**src/common/icache_pkg.sv**
```systemverilog
/*
 * icache geometry: constants for the 2-way, 256-set, 16-byte-line
 * instruction cache, plus the address, tag and line types
 */
package icache_pkg;

    // ****************************************
    // geometry
    // ****************************************
    localparam int WAYS     = 2;
    localparam int TAG_W    = 20;
    localparam int INDEX_W  = 8;
    localparam int OFFSET_W = 4;
    localparam int SETS     = 1 << INDEX_W;

    // refill beats from the bridge
    localparam int BEATS    = 4;
    localparam int WORD_W   = 32;
    localparam int LINE_W   = BEATS * WORD_W;

    // ****************************************
    // types
    // ****************************************
    typedef logic [TAG_W-1:0]   tag_t;
    typedef logic [INDEX_W-1:0] index_t;

    // beat 0 in the low word
    typedef logic [LINE_W-1:0]  line_t;

    // one-hot way select
    typedef logic [WAYS-1:0]    way_sel_t;

    typedef struct packed {
        tag_t                tag;
        index_t              index;
        logic [OFFSET_W-1:0] offset;
    } fetch_addr_t;

endpackage
```
**src/common/icache_bus_pkg.sv**
```systemverilog
/*
 * icache bus types: CPU fetch and cache-op requests,
 * and the return beats coming back from the read bridge
 */
package icache_bus_pkg;

    // cache operation codes, taken from code[4:3]
    typedef enum logic [1:0] {
        CACOP_INIT      = 2'd0,
        CACOP_INDEX_INV = 2'd1,
        // accepted, no effect on this cache
        CACOP_HIT_INV   = 2'd2
    } cacop_op_e;

    typedef struct packed {
        logic                     en;
        cacop_op_e                op;
        icache_pkg::fetch_addr_t  addr;
    } cacop_req_t;

    typedef struct packed {
        icache_pkg::fetch_addr_t  addr;
        logic                     uncached;
    } fetch_req_t;

    // one 32-bit beat of a line read
    typedef struct packed {
        logic                          valid;
        logic                          last;
        logic [icache_pkg::WORD_W-1:0] data;
    } mem_ret_t;

endpackage

```
**src/icache_ctrl/refill_collector.sv**
```systemverilog
/*
 * refill collector
 * counts bridge return beats and assembles them into one cache line
 */
`timescale 1ns/100ps

module refill_collector
    import icache_pkg::*;
    import icache_bus_pkg::*;
(
    input  logic     clock,
    input  logic     reset,
    input  logic     start_i,
    input  mem_ret_t ret_i,
    output logic     done_o,
    output line_t    line_o
);

    localparam int CNT_W = $clog2(BEATS);

    logic [CNT_W-1:0]  cnt_q;
    logic              active_q;
    logic [WORD_W-1:0] beat_q [BEATS-1];
    logic              beat_take;

    assign beat_take = active_q && ret_i.valid;
    // an early last also ends the line
    assign done_o    = beat_take && (ret_i.last || (cnt_q == CNT_W'(BEATS - 1)));

    // live beat goes straight into the top word
    always_comb begin
        line_o = '0;
        for (int k = 0; k < BEATS - 1; k++) begin
            line_o[k*WORD_W +: WORD_W] = beat_q[k];
        end
        line_o[LINE_W-1 -: WORD_W] = ret_i.data;
    end

    always_ff @(posedge clock) begin
        if (reset) begin
            cnt_q    <= '0;
            active_q <= 1'b0;
        end else if (start_i) begin
            cnt_q    <= '0;
            active_q <= 1'b1;
        end else if (done_o) begin
            active_q <= 1'b0;
        end else if (beat_take) begin
            cnt_q <= cnt_q + 1'b1;
        end
    end

    always_ff @(posedge clock) begin
        if (beat_take && !done_o) begin
            beat_q[cnt_q] <= ret_i.data;
        end
    end

    // bridge stays quiet between line end and the next handoff
    a_no_extra_beat: assert property (
        @(posedge clock) disable iff (reset)
        !active_q |-> !ret_i.valid);

endmodule

```
**config.mk**
```make
export PLATFORM = sky130hd
export DESIGN_NAME = refill_collector
export DESIGN_NICKNAME = d
export VERILOG_FILES = /design/src/common/icache_pkg.sv /design/src/common/icache_bus_pkg.sv /design/src/icache_ctrl/refill_collector.sv
export SDC_FILE = /design/constraint.sdc
export NUM_CORES = 1
export LEC_CHECK = 0
export ABC_AREA = 1
export ABC_CLOCK_PERIOD_IN_PS = 3700
export BUFFER_PORTS_ARGS = -buffer_cell sky130_fd_sc_hd__buf_2
export CORE_MARGIN = 2
export CORE_UTILIZATION = 45
export CTS_BUF_LIST = sky130_fd_sc_hd__clkbuf_4 sky130_fd_sc_hd__clkbuf_8 sky130_fd_sc_hd__clkbuf_16
export CTS_CLUSTER_SIZE = 14
export DETAILED_ROUTE_END_ITERATION = 8
export GPL_TIMING_DRIVEN = 0
export PLACE_DENSITY = 0.79
export REMOVE_ABC_BUFFERS = 1
export SYNTH_ARGS = -nofsm -noshare
export SYNTH_HDL_FRONTEND = slang
export SYNTH_SLANG_ARGS = --single-unit
```
**constraint.sdc**
```tcl
create_clock -name clock -period 3.7 [get_ports clock]
set_clock_uncertainty 0.1 [all_clocks]
set_input_delay 0.185 -clock clock [delete_from_list [all_inputs] [get_ports clock]]
set_output_delay 0.185 -clock clock [all_outputs]
set_load 0.01 [all_outputs]
```
# [Yosys cells after proc, flatten, opt, wreduce, memory -nomap -nowiden]
# Memories as Yosys holds them, arrays and structs flattened.
# Index checks and enable logic that the tools add are counted.
[word_totals] ff_bits=3 latch_bits=0 ramBits=96 mem_bits_ro=0 inputBits=37 memories=1
[op_classes] add_sub_neg=1 n_mul=0 div_mod_pow=0 magnitude_cmp=0 eq_ne=1 n_shift=0 mux=4 bitwise_logic=1 reduce_logical=8
[mem_list] name="beat_q" words=3 word_bits=32 rd=3 rd_clocked_by_memory_dff=0 write_ports=1 line="refill_collector.sv:23" text="logic [WORD_W-1:0] beat_q [BEATS-1];"
[ops] op="two-way mux 1 bit" n=4
[ops] op="logical AND 1 bit" n=3
[ops] op="adder 2 x 1 -> 2 bit (second input constant)" n=1
[ops] op="== test 2 bit (second input constant)" n=1
[ops] op="AND reduction 2 bit" n=1
[ops] op="nonzero test 2 bit" n=1
[ops] op="OR reduction 2 bit" n=1
[ops] op="zero test 1 bit" n=1
[ops] op="logical OR 1 bit" n=1
[ops] op="NOT 1 bit" n=1

# [Longest topological paths before layout]
[depth] word_depth=7 ltp_mapped=6

# [Worst setup path before layout]
# No wires, ideal clock.
[synth_timing] path_kind="reg2reg" from="register cnt_q[0]" to="memory beat_q[0][0] (enable)" setup_ns=0.421 arrival_time_ns=2.128 required_time_ns=3.179 path_slack_ns=1.051 stages_incl_launch_ff=5 n_path_buf=0 period_less_slack_ns=2.649 path_cell_list="dfxtp_1 -> ha_1 -> nor2_4 -> nand2_4 -> nor2_1"
[synth_via] elab_chain_cells=7
[synth_rtl] item="start, declared" line="refill_collector.sv:21" text="logic [CNT_W-1:0] cnt_q;"
[synth_rtl] item="start signal, assigned" line="refill_collector.sv:49" text="cnt_q <= cnt_q + 1'b1;"
[synth_rtl] item="== test 2 bit" line="refill_collector.sv:28" text="assign done_o = beat_take && (ret_i.last || (cnt_q == CNT_W'(BEATS - 1)));"
[synth_rtl] item="logical OR 1 bit" line="refill_collector.sv:28"
[synth_rtl] item="logical AND 1 bit" line="refill_collector.sv:28"
[synth_rtl] item="zero test 1 bit" line="refill_collector.sv:54" text="if (beat_take && !done_o) begin"
[synth_rtl] item="logical AND 1 bit" line="refill_collector.sv:54"
[synth_rtl] item="two-way mux 1 bit" line="refill_collector.sv:54"
[synth_rtl] item="two-way mux 1 bit (implied by the code)" line="refill_collector.sv:55" text="beat_q[cnt_q] <= ret_i.data;"
[synth_rtl] item="end, declared" line="refill_collector.sv:23"
# Parallel ways exist; a longest one is shown, timed or not.

# [Worst setup path after layout]
[layout_timing] from="register cnt_q[0]" to="memory beat_q[1][11] (enable)"
# The elaborated chain is that of the path after synthesis.

==> out/qor.txt <==
drt drc: 0
Startpoint Class: flop
H-tree depth: 3
nets: 386
RSZ-0062 raised after global routing: false
post-synthesis register bit count: 99
chip width: 90.4 µm
Post-Syn Area: 0.00336 mm²
Setup Viol. Count Final: 0
PostCTS Resize Cnt: 0
M1 wire length: 2610 µm
vias in the first global route: 2023
Top Ports: 166
I/O Buffers: 165
drt pass-1 iters: 4
Pleak: 1.93 nW
Crit Reg-Reg Startpoint: cnt_q[0]
Total Routing Usage GR: 0.166
Final min period: 1.93 ns
Worst EP required: 3.65 ns
Yosys cell types: 14
routed vias: 1969
Area growth, synth to finish: 40.2%
chip height: 90.4 µm
clk slew on worst S/H paths: 0.09 ns
starting density of the core: 0.464
Mapped Cells: 163
Critical Path Source: cnt_q[0]
Final Hold Fails: 0
Yosys warnings: 0
clk buf depth: 2
initial antenna violation count: 0
Avg WL per Cell: 15.2 µm
final worst path period share: 0.521
final WL: 6830 µm
Num CTS Buffers: 9
Post-Syn Area per Cell: 20.6 µm²
Slew Viols, Final: 0
CP max FO: 19
GR Overflow Total: 0
worst hold start: ret_i[32]
Filler cells: 526
CP Capture Type: flop
Pwr Total: 2.03 mW
Clock Sink Count: 99
largest net degree at the start of global routing: 24
status: complete, no violations
Root Buffer: clkbuf_8
Final Core Density: 0.650
Max-Slew Margin vs Limit: 0.653
worst hold path class: primary input to flop
ratio of cells with drive above 1 in the final layout: 0.544
CTS tree: yes
Max-Cap Viols: 0
Seq/Total Area, Yosys: 0.875
hpwl dp: 4310 µm
antenna viol nets, final: 0
row count: 31
WL met2: 3710 µm
Via density: 4.40
final antenna diode count: 0
GPL Wtd Cong: 0.682
die area: 0.00818 mm²
setup bufs post-CTS: 0
highest routed layer: met4
core region area: 0.00725 mm²
Power Dens Cells: 431 mW/mm²
Total Neg Setup Slack: 0 ns
first-pass GRT wire length: 10200 µm
Worst Tran Pin Value: 0.519 ns
DR WL met3: 406 µm
# hold bufs at CTS: 35
peak supply drop: 242 µV
worst setup path category: flop to flop
DR iter-0 viols: 57
fmax: 518 MHz
CP arrival: 1.88 ns
Clock Latency Late Sink: 0.34 ns
report_power, final:
| group | internal, mW | total (mW) | leakage, nW | switching (mW) |
|---|---|---|---|---|
| logic | 0.0613 | 0.121 | 0.947 | 0.0601 |
| registers | 1.24 | 1.24 | 0.891 | 0.00275 |
| clock network | 0.321 | 0.667 | 0.0928 | 0.346 |
per-stage QoR:
step	cell area, µm²	setup slack [ns]	hold WS, ns	std cells
2_1_floorplan	3120	1.05	0.154	131
3_3_place_gp	4070	0.0924	0.256	395
3_5_place_dp	4170	1.75	0.268	398
4_1_cts	4710	1.73	0.0607	448
5_1_grt	4710	1.65	0.0848	448
6_report	4710	1.77	0.0754	448
area by class of cell:
class / instances / area [µm²] / area share
Clock buffer: 10 / 131 / 0.0279
Clock inverter: 5 / 62.6 / 0.0133
Inverter: 10 / 37.5 / 0.00796
Multi-Input combinational cell: 22 / 164 / 0.0348
Sequential cell: 99 / 2940 / 0.624
Tap cell: 99 / 124 / 0.0263
Timing Repair Buffer: 203 / 1250 / 0.265
cells in the mapped netlist:
cell	number	area, µm²
buf_4	32	240
inv_2	1	3.75
nand2_1	6	22.5
nor2_1	6	22.5
a21oi_1	1	5.00
edfxtp_1	96	2880
nor2_4	1	11.3
nand2_2	1	6.26
nand3_1	1	5.00
ha_1	4	50.1
dfxtp_1	3	60.1
nand2_4	1	11.3
a21boi_1	1	7.51
inv_1	9	33.8
layout by cell type (no fill, tap or decap):
cell,instances
a21boi_1,1
a21oi_1,1
buf_12,1
buf_16,2
buf_2,165
bufinv_16,1
clkbuf_4,1
clkbuf_8,9
clkinvlp_4,2
dfxtp_1,3
dlygate4sd3_1,35
edfxtp_1,96
ha_1,4
inv_1,9
inv_2,1
inv_6,2
nand2_1,6
nand2_2,1
nand2_4,1
nand3_1,1
nor2_1,3
nor2_4,4
worst max-delay path, cell delays in order, from the launching register on:
cell and delay (ns):
dfxtp_1 0.35, ha_1 0.26, nor2_4 0.15, nand2_4 0.11, nor2_4 0.43, buf_16 0.23
routing by layer:
metal / global-route usage / vias to the layer above
met5: 0 / -
li1: - / 924
met3: 0.0476 / 11
met4: 0.0679 / 0
met2: 0.308 / 99
met1: 0.176 / 935
kinds of logic (layout without fill, tap and decap cells):
| logic type | count (synthesis) | count (layout) | share of synthesized area |
|---|---|---|---|
| adder cells (fa/ha/maj) | 4 | 4 | 0.0149 |
| flip-flops | 99 | 99 | 0.875 |
| AO/OA/AOI/OAI | 2 | 2 | 0.00372 |
| buffers and inverters | 42 | 228 | 0.0826 |
| AND/OR/NAND/NOR | 16 | 16 | 0.0234 |
registers in the layout (all words and copies together), names as in the netlist:
signal / cells
cnt_q: 2
active_q: 1
beat_q: 96
worst paths after layout:
path | endpoint | slack, ns | cells after the start
worst max-delay path | beat_q[1][11] | 1.77 | 5
worst min-delay path | cnt_q[0] | 0.08 | 4
worst min register to register | cnt_q[0] | 0.42 | 2
worst max register to register | beat_q[1][11] | 1.77 | 5
(Power assumes the default switching activity.)
