$ cat src/common/icache_pkg.sv
/*
 * icache geometry: constants for the 2-way, 256-set, 16-byte-line
 * instruction cache, plus the address, tag and line types
 */
package icache_pkg;

    // ****************************************
    // geometry
    // ****************************************
    localparam int WAYS     = 2;
    localparam int TAG_W    = 20;
    localparam int INDEX_W  = 8;
    localparam int OFFSET_W = 4;
    localparam int SETS     = 1 << INDEX_W;

    // refill beats from the bridge
    localparam int BEATS    = 4;
    localparam int WORD_W   = 32;
    localparam int LINE_W   = BEATS * WORD_W;

    // ****************************************
    // types
    // ****************************************
    typedef logic [TAG_W-1:0]   tag_t;
    typedef logic [INDEX_W-1:0] index_t;

    // beat 0 in the low word
    typedef logic [LINE_W-1:0]  line_t;

    // one-hot way select
    typedef logic [WAYS-1:0]    way_sel_t;

    typedef struct packed {
        tag_t                tag;
        index_t              index;
        logic [OFFSET_W-1:0] offset;
    } fetch_addr_t;

endpackage
$ cat src/common/icache_bus_pkg.sv
/*
 * icache bus types: CPU fetch and cache-op requests,
 * and the return beats coming back from the read bridge
 */
package icache_bus_pkg;

    // cache operation codes, taken from code[4:3]
    typedef enum logic [1:0] {
        CACOP_INIT      = 2'd0,
        CACOP_INDEX_INV = 2'd1,
        // accepted, no effect on this cache
        CACOP_HIT_INV   = 2'd2
    } cacop_op_e;

    typedef struct packed {
        logic                     en;
        cacop_op_e                op;
        icache_pkg::fetch_addr_t  addr;
    } cacop_req_t;

    typedef struct packed {
        icache_pkg::fetch_addr_t  addr;
        logic                     uncached;
    } fetch_req_t;

    // one 32-bit beat of a line read
    typedef struct packed {
        logic                          valid;
        logic                          last;
        logic [icache_pkg::WORD_W-1:0] data;
    } mem_ret_t;

endpackage

$ cat src/icache_ctrl/icache_ctrl.sv
/*
 * icache fetch controller
 * runs the fetch FSM and request register, drives the bridge read
 * and selects the returned line
 */
`timescale 1ns/100ps

module icache_ctrl
    import icache_pkg::*;
    import icache_bus_pkg::*;
(
    input  logic        clock,
    input  logic        reset,

    input  logic        valid_i,
    input  fetch_req_t  fetch_i,
    input  cacop_req_t  cacop_i,
    output logic        ready_o,
    output logic        rvalid_o,
    output line_t       rdata_o,

    output logic        rd_req_o,
    output fetch_addr_t rd_addr_o,
    input  logic        rd_rdy_i,

    // way store
    output logic        rd_en_o,
    output index_t      rd_index_o,
    output tag_t        req_tag_o,
    output logic        fill_en_o,
    output index_t      fill_index_o,
    output logic        inv_en_o,
    output way_sel_t    inv_way_o,
    input  logic        hit_i,
    input  line_t       hit_line_i,

    // refill collector
    output logic        refill_start_o,
    input  logic        refill_done_i,
    input  line_t       refill_line_i
);

    typedef enum logic [1:0] {
        IDLE,
        LOOKUP,
        REQUEST,
        RECEIVE
    } state_e;

    state_e state_q;

    tag_t   req_tag_q;
    index_t req_index_q;
    logic   req_uncached_q;

    logic   fetch_accept;
    logic   cacop_fire;
    logic   lookup_ret;
    logic   receive_ret;

    // ****************************************
    // cpu side
    // ****************************************
    assign ready_o      = (state_q == IDLE);
    // cacop wins over a fetch in the same cycle
    assign cacop_fire   = ready_o && cacop_i.en;
    assign fetch_accept = ready_o && valid_i && !cacop_i.en;

    assign lookup_ret  = (state_q == LOOKUP) && hit_i;
    assign receive_ret = (state_q == RECEIVE) && refill_done_i;
    assign rvalid_o    = lookup_ret || receive_ret;
    assign rdata_o     = lookup_ret ? hit_line_i : refill_line_i;

    // ****************************************
    // bridge side
    // ****************************************
    assign rd_req_o       = ((state_q == LOOKUP) && !hit_i) || (state_q == REQUEST);
    assign rd_addr_o      = '{tag: req_tag_q, index: req_index_q, offset: '0};
    assign refill_start_o = rd_req_o && rd_rdy_i;

    // way store controls
    assign rd_en_o    = fetch_accept && !fetch_i.uncached;
    assign rd_index_o = fetch_i.addr.index;
    assign req_tag_o  = req_tag_q;
    assign fill_en_o  = receive_ret && !req_uncached_q;
    assign inv_en_o   = cacop_fire &&
                        ((cacop_i.op == CACOP_INIT) || (cacop_i.op == CACOP_INDEX_INV));
    assign inv_way_o  = way_sel_t'(1) << cacop_i.addr.offset[0];

    // fill and invalidate never overlap and share one index
    assign fill_index_o = inv_en_o ? cacop_i.addr.index : req_index_q;

    always_ff @(posedge clock) begin
        if (reset) begin
            state_q        <= IDLE;
            req_uncached_q <= 1'b0;
        end else begin
            case (state_q)
                IDLE: begin
                    if (fetch_accept) begin
                        req_uncached_q <= fetch_i.uncached;
                        state_q        <= fetch_i.uncached ? REQUEST : LOOKUP;
                    end
                end
                LOOKUP: begin
                    if (hit_i) begin
                        state_q <= IDLE;
                    end else if (rd_rdy_i) begin
                        state_q <= RECEIVE;
                    end else begin
                        state_q <= REQUEST;
                    end
                end
                REQUEST: begin
                    if (rd_rdy_i) begin
                        state_q <= RECEIVE;
                    end
                end
                RECEIVE: begin
                    if (refill_done_i) begin
                        state_q <= IDLE;
                    end
                end
                default: begin
                    state_q <= IDLE;
                end
            endcase
        end
    end

    // request register
    always_ff @(posedge clock) begin
        if (fetch_accept) begin
            req_tag_q   <= fetch_i.addr.tag;
            req_index_q <= fetch_i.addr.index;
        end
    end

    // a line only ends while a fetch waits for it
    a_no_rvalid_when_ready: assert property (
        @(posedge clock) disable iff (reset) refill_done_i |-> !ready_o);

    // bridge request holds until the handoff
    a_rd_req_stable: assert property (
        @(posedge clock) disable iff (reset)
        rd_req_o && !rd_rdy_i |=> rd_req_o && $stable(rd_addr_o));

endmodule

$ cat config.mk
export PLATFORM = sky130hd
export DESIGN_NAME = icache_ctrl
export DESIGN_NICKNAME = d
export VERILOG_FILES = /design/src/common/icache_pkg.sv /design/src/common/icache_bus_pkg.sv /design/src/icache_ctrl/icache_ctrl.sv
export SDC_FILE = /design/constraint.sdc
export NUM_CORES = 1
export LEC_CHECK = 0
export ABC_AREA = 1
export BUFFER_PORTS_ARGS = -buffer_cell sky130_fd_sc_hd__buf_2
export CAP_MARGIN = 20
export CORE_AREA = 3 3 207 209
export DETAILED_ROUTE_END_ITERATION = 8
export DIE_AREA = 0 0 210 212
export PLACE_DENSITY = 0.34
export SLEW_MARGIN = 15
export SYNTH_ARGS = -nofsm -noshare
export SYNTH_HDL_FRONTEND = slang
export SYNTH_SLANG_ARGS = --single-unit
$ cat constraint.sdc
create_clock -name clock -period 4 [get_ports clock]
set_input_delay 0.8 -clock clock [delete_from_list [all_inputs] [get_ports clock]]
set_output_delay 0.8 -clock clock [all_outputs]
set_load 0.005 [all_outputs]
# After elaboration in Yosys (flattened, before gate mapping)
# Index checks and enable logic that the tools add are counted.
[word_totals]
out_inout_bits = 205
wordCells = 42
input_bits = 330
reg_bits = 31
[classes]
reduce_logical = 21
shift = 1
n_eq_ne = 7
n_mux = 9
[op_table]
columns = ["operator", "count"]
rows = [
  ["$mux 128", 1],
  ["$logic_and 1x1->1", 10],
  ["$mux 2", 5],
  ["$mux 8", 1],
  ["$pmux 2 s4", 1],
  ["$eq 2x1->1 const B", 2],
  ["$eq 2x2->1 const B", 2],
  ["$logic_not 1->1", 4],
  ["$logic_not 2->1", 2],
  ["$ne 2x2->1 const B", 2],
  ["$logic_or 1x1->1", 3],
  ["$reduce_and 3->1", 1],
  ["$ne 2x1->1 const B", 1],
  ["$reduce_and 2->1", 1],
  ["$shl 1x1->2 const A", 1],
  ["$mux 1", 1],
]

# Longest topological paths before layout
[logic_depth]
word_depth = 5
mapped_depth = 7
ltp_nobuf = 7

# Least setup slack after synthesis
# OpenSTA, ideal clock, no wires.
[synth_path]
path_kind = "input to register"
from = "input cacop_i[34] (netlist name)"
to = "register req_index_q[0], enable pin"
path_stages = 3
path_buffers = 0
arrival_ns = 2.157
path_slack_ns = 1.429
cell_sequence = "inv_1 > nand2_1 > nor2_1"
[synth_between]
elab_chain_len = 2
[synth_rtl]
columns = ["element", "line_no", "text"]
rows = [
  ["start: declaration", "icache_ctrl.sv:17", "input cacop_req_t cacop_i,"],
  ["$logic_not 1->1", "icache_ctrl.sv:67", "assign fetch_accept = ready_o && valid_i && !cacop_i.en;"],
  ["$logic_and 1x1->1", "icache_ctrl.sv:67", ""],
  ["named net fetch_accept", "icache_ctrl.sv:56", "logic fetch_accept;"],
  ["end signal: assignment", "icache_ctrl.sv:135", "req_index_q <= fetch_i.addr.index;"],
  ["end: declaration", "icache_ctrl.sv:53", "index_t req_index_q;"],
]
# The timed path passes the listed nets, and every way through them passes these cells.
# A chain may end at the register's enable or synchronous reset.

# Final worst setup path
[layout_path]
from = "input hit_i"
to = "output rdata_o[77]"
[layout_between]
elab_chain_len = 2
[layout_rtl]
columns = ["element", "line_no", "text"]
rows = [
  ["start: declaration", "icache_ctrl.sv:34", "input logic hit_i,"],
  ["$logic_and 1x1->1", "icache_ctrl.sv:69", "assign lookup_ret = (state_q == LOOKUP) && hit_i;"],
  ["$mux 128", "icache_ctrl.sv:72", "assign rdata_o = lookup_ret ? hit_line_i : refill_line_i;"],
  ["end: declaration", "icache_ctrl.sv:20", "output line_t rdata_o,"],
]
# Every way passes these cells.

==> out/metrics.cfg <==
[die]
floorplan.initialDensity=0.0794
num_rows=74
ioPinCount=535
die_x_um=210
core_mm2=0.0410
die_y_um=212
dieArea_mm2=0.0445

[global_routing]
grt_pass1_vias=5045
gr-usage-all-layers=0.0769
grt_pass1_wl_mm=27.6
grt_antenna_before_repair=0
grt_overflow=0
grt_max_degree=131

[cells_and_area]
syn_to_final_growth_pct=89.9
fin_area_mm2=0.00619
regArea_um2=901
fin_nets=1329
final_cells=1532
antenna_cells=0
drive_gt1_frac=0.521
fin_util=0.151
multi_input_area_mm2=0.00186
fill_cells=4864

[clock_tree]
ctsHoldBuffers=0
clock_latency_ns=0.27
cts_root_buffer=clkbuf_16
post-cts-setup-buffers=0
numClockSinks=31
cts_tree=built
cts_resized=0
ctsLongestPathBuffers=2
path_clk_slew_ns=0.05
h-tree-depth=2
numCtsBuffers=5

[power]
swShare=0.357
power.internal_uw=903
p_switching_uw=501
p_per_area_mw_per_mm2=227
pwr-share-seq=0.281
power.leakage_uw=0.00366
clock_power_share=0.258
vdd_ir_drop_max_v=0.000134
p_comb_frac=0.461

[placed_design]
dp_cells=1524
place.gp.congestion=0.754
placed_area_mm2=0.00604
hpwl_mm=16.0
io_buffers=502
pre_cts_ws_ns=0.812

[worst_setup_path]
regToRegEndpoint=req_tag_o[16]
cp.required_ns=3.20
cp.arrival_ns=2.38
startpoint_type=input port
rrSetupSlack_ns=2.04
crit_type=in2out
cp-end-kind=primary output
reg2regPathDepth=4
r2r-start=state_q[1]
path_max_fanout=84

[route]
drc=0
ant_nets=0
drtIter0Drc=197
wire_per_inst_um=12.8
drtPass1Iterations=5
vias_per_cell=3.45
num_vias=5278
wl_mm=19.6

[logic_synthesis]
synth_top_area_frac=0.339
ys_seq_elements=31
synthFlopType=edfxtp_1
seq_area_frac_synth=0.276
synth_area_mm2=0.00326
yosys.cell_count.top_type=nand2_1
syn_avg_cell_area_um2=5.85
netlist_instances=557
async_flop_share=0
synth_common_cells=nand2_1, nand3_1, buf_4
ys_top_cells_by_area=nand2_1, edfxtp_1, nand3_1
ys.warnings.count=0
yosys.cell_types.count=20
yosys.area.top_type=nand2_1
synth_edf_count=28

[timing]
setup_slack_ns=0.820
finClkSkew_ns=0.00636
fin_crit_sh=0.795
setup_viol=0
relSlewSlack=0.402
worst_pin_slew_ns=0.897
rsz0062_at_grt=no
tns_ns=0
hold_viol_final=0
fin_crit_ns=3.18
fmax_mhz=314
maxSlewViolCount=0

[worst_hold_path]
hold_depth=2
holdCritStartpoint=req_uncached_q
holdPathEnd=req_uncached_q
hp-class=reg2reg

[status]
status=completed

[run]
maxCapViolCount=0

==> cells in the final DEF, fill, tap and decap left out, drive strengths merged <==
| cell type | Yosys | layout |
|---|---|---|
| a21oi | 3 | 3 |
| o21ai | 2 | 2 |
| edfxtp | 28 | 28 |
| buf | 63 | 507 |
| nand2 | 295 | 295 |
| nor2 | 8 | 8 |
| clkbuf | 12 | 6 |
| conb | 1 | 4 |
| clkinv | 0 | 1 |
| inv | 10 | 10 |
| nor3 | 1 | 1 |
| dfxtp | 3 | 3 |
| clkinvlp | 0 | 1 |
| nand3 | 130 | 130 |
| nand3b | 1 | 1 |
==> state kept, by name, indices dropped and copies added (netlist names) <==
register / count
req_uncached_q: 1
state_q: 2
req_tag_o: 20
req_index_q: 8
==> layer usage <==
layer | track usage | vias to the layer above | wire, um
met2 | 0.152 | 283 | 10700
met1 | 0.0869 | 2345 | 7250
met3 | 0.0133 | 16 | 1360
met4 | 0.0142 | 0 | 265
li1 | - | 2634 | -
met5 | 0 | - | 0
==> through the flow <==
stage / hold slack [ns] / total power (uW)
3_5_place_dp: 0.505 / 1060
5_1_grt: 0.586 / 1520
4_1_cts: 0.530 / 1430
2_1_floorplan: 0.479 / 697
6_report: 0.524 / 1400
3_3_place_gp: 0.500 / 1060
==> worst max-delay path by stage <==
stage | startpoint | endpoint | slack (ns)
2_1_floorplan | cacop_i[34] | req_index_q[0] | 1.43
3_3_place_gp | hit_i | rdata_o[77] | 0.78
3_5_place_dp | hit_i | rdata_o[77] | 0.81
4_1_cts | hit_i | rdata_o[77] | 0.82
5_1_grt | hit_i | rdata_o[77] | 0.66
6_report | hit_i | rdata_o[77] | 0.82
==> power by group through the flow <==
stage / Combinational (uW) / Sequential (uW) / Clock, uW
final: 647 / 395 / 362
after CTS: 660 / 395 / 379
after global routing: 728 / 399 / 394
after global placement: 662 / 402 / 0
after floorplan: 295 / 403 / 0
after detailed placement: 657 / 402 / 0
==> cells by family (layout without fill, tap and decap cells) <==
kind of cell	Yosys count	count (layout)	synth area share
DFF	31	31	0.276
buffers and inverters	85	525	0.158
AOI/OAI and AO/OA	5	5	0.00768
and+or+nand+nor	435	435	0.556
other	1	4	0.00115
==> area by class of cell <==
cell class / instances / area share
Clock buffer: 6 / 0.0208
Clock inverter: 2 / 0.00202
Inverter: 10 / 0.00607
Multi-Input combinational cell: 444 / 0.301
Sequential cell: 31 / 0.146
Tap cell: 532 / 0.108
Timing Repair Buffer: 507 / 0.417
==> worst max-delay path, stage by stage <==
cell and delay [ns]:
buf_4 0.24, nand2_4 0.13, buf_4 0.66, nand2_1 0.26
nand2_1 0.11, buf_2 0.11
(Power assumes the default switching activity.)
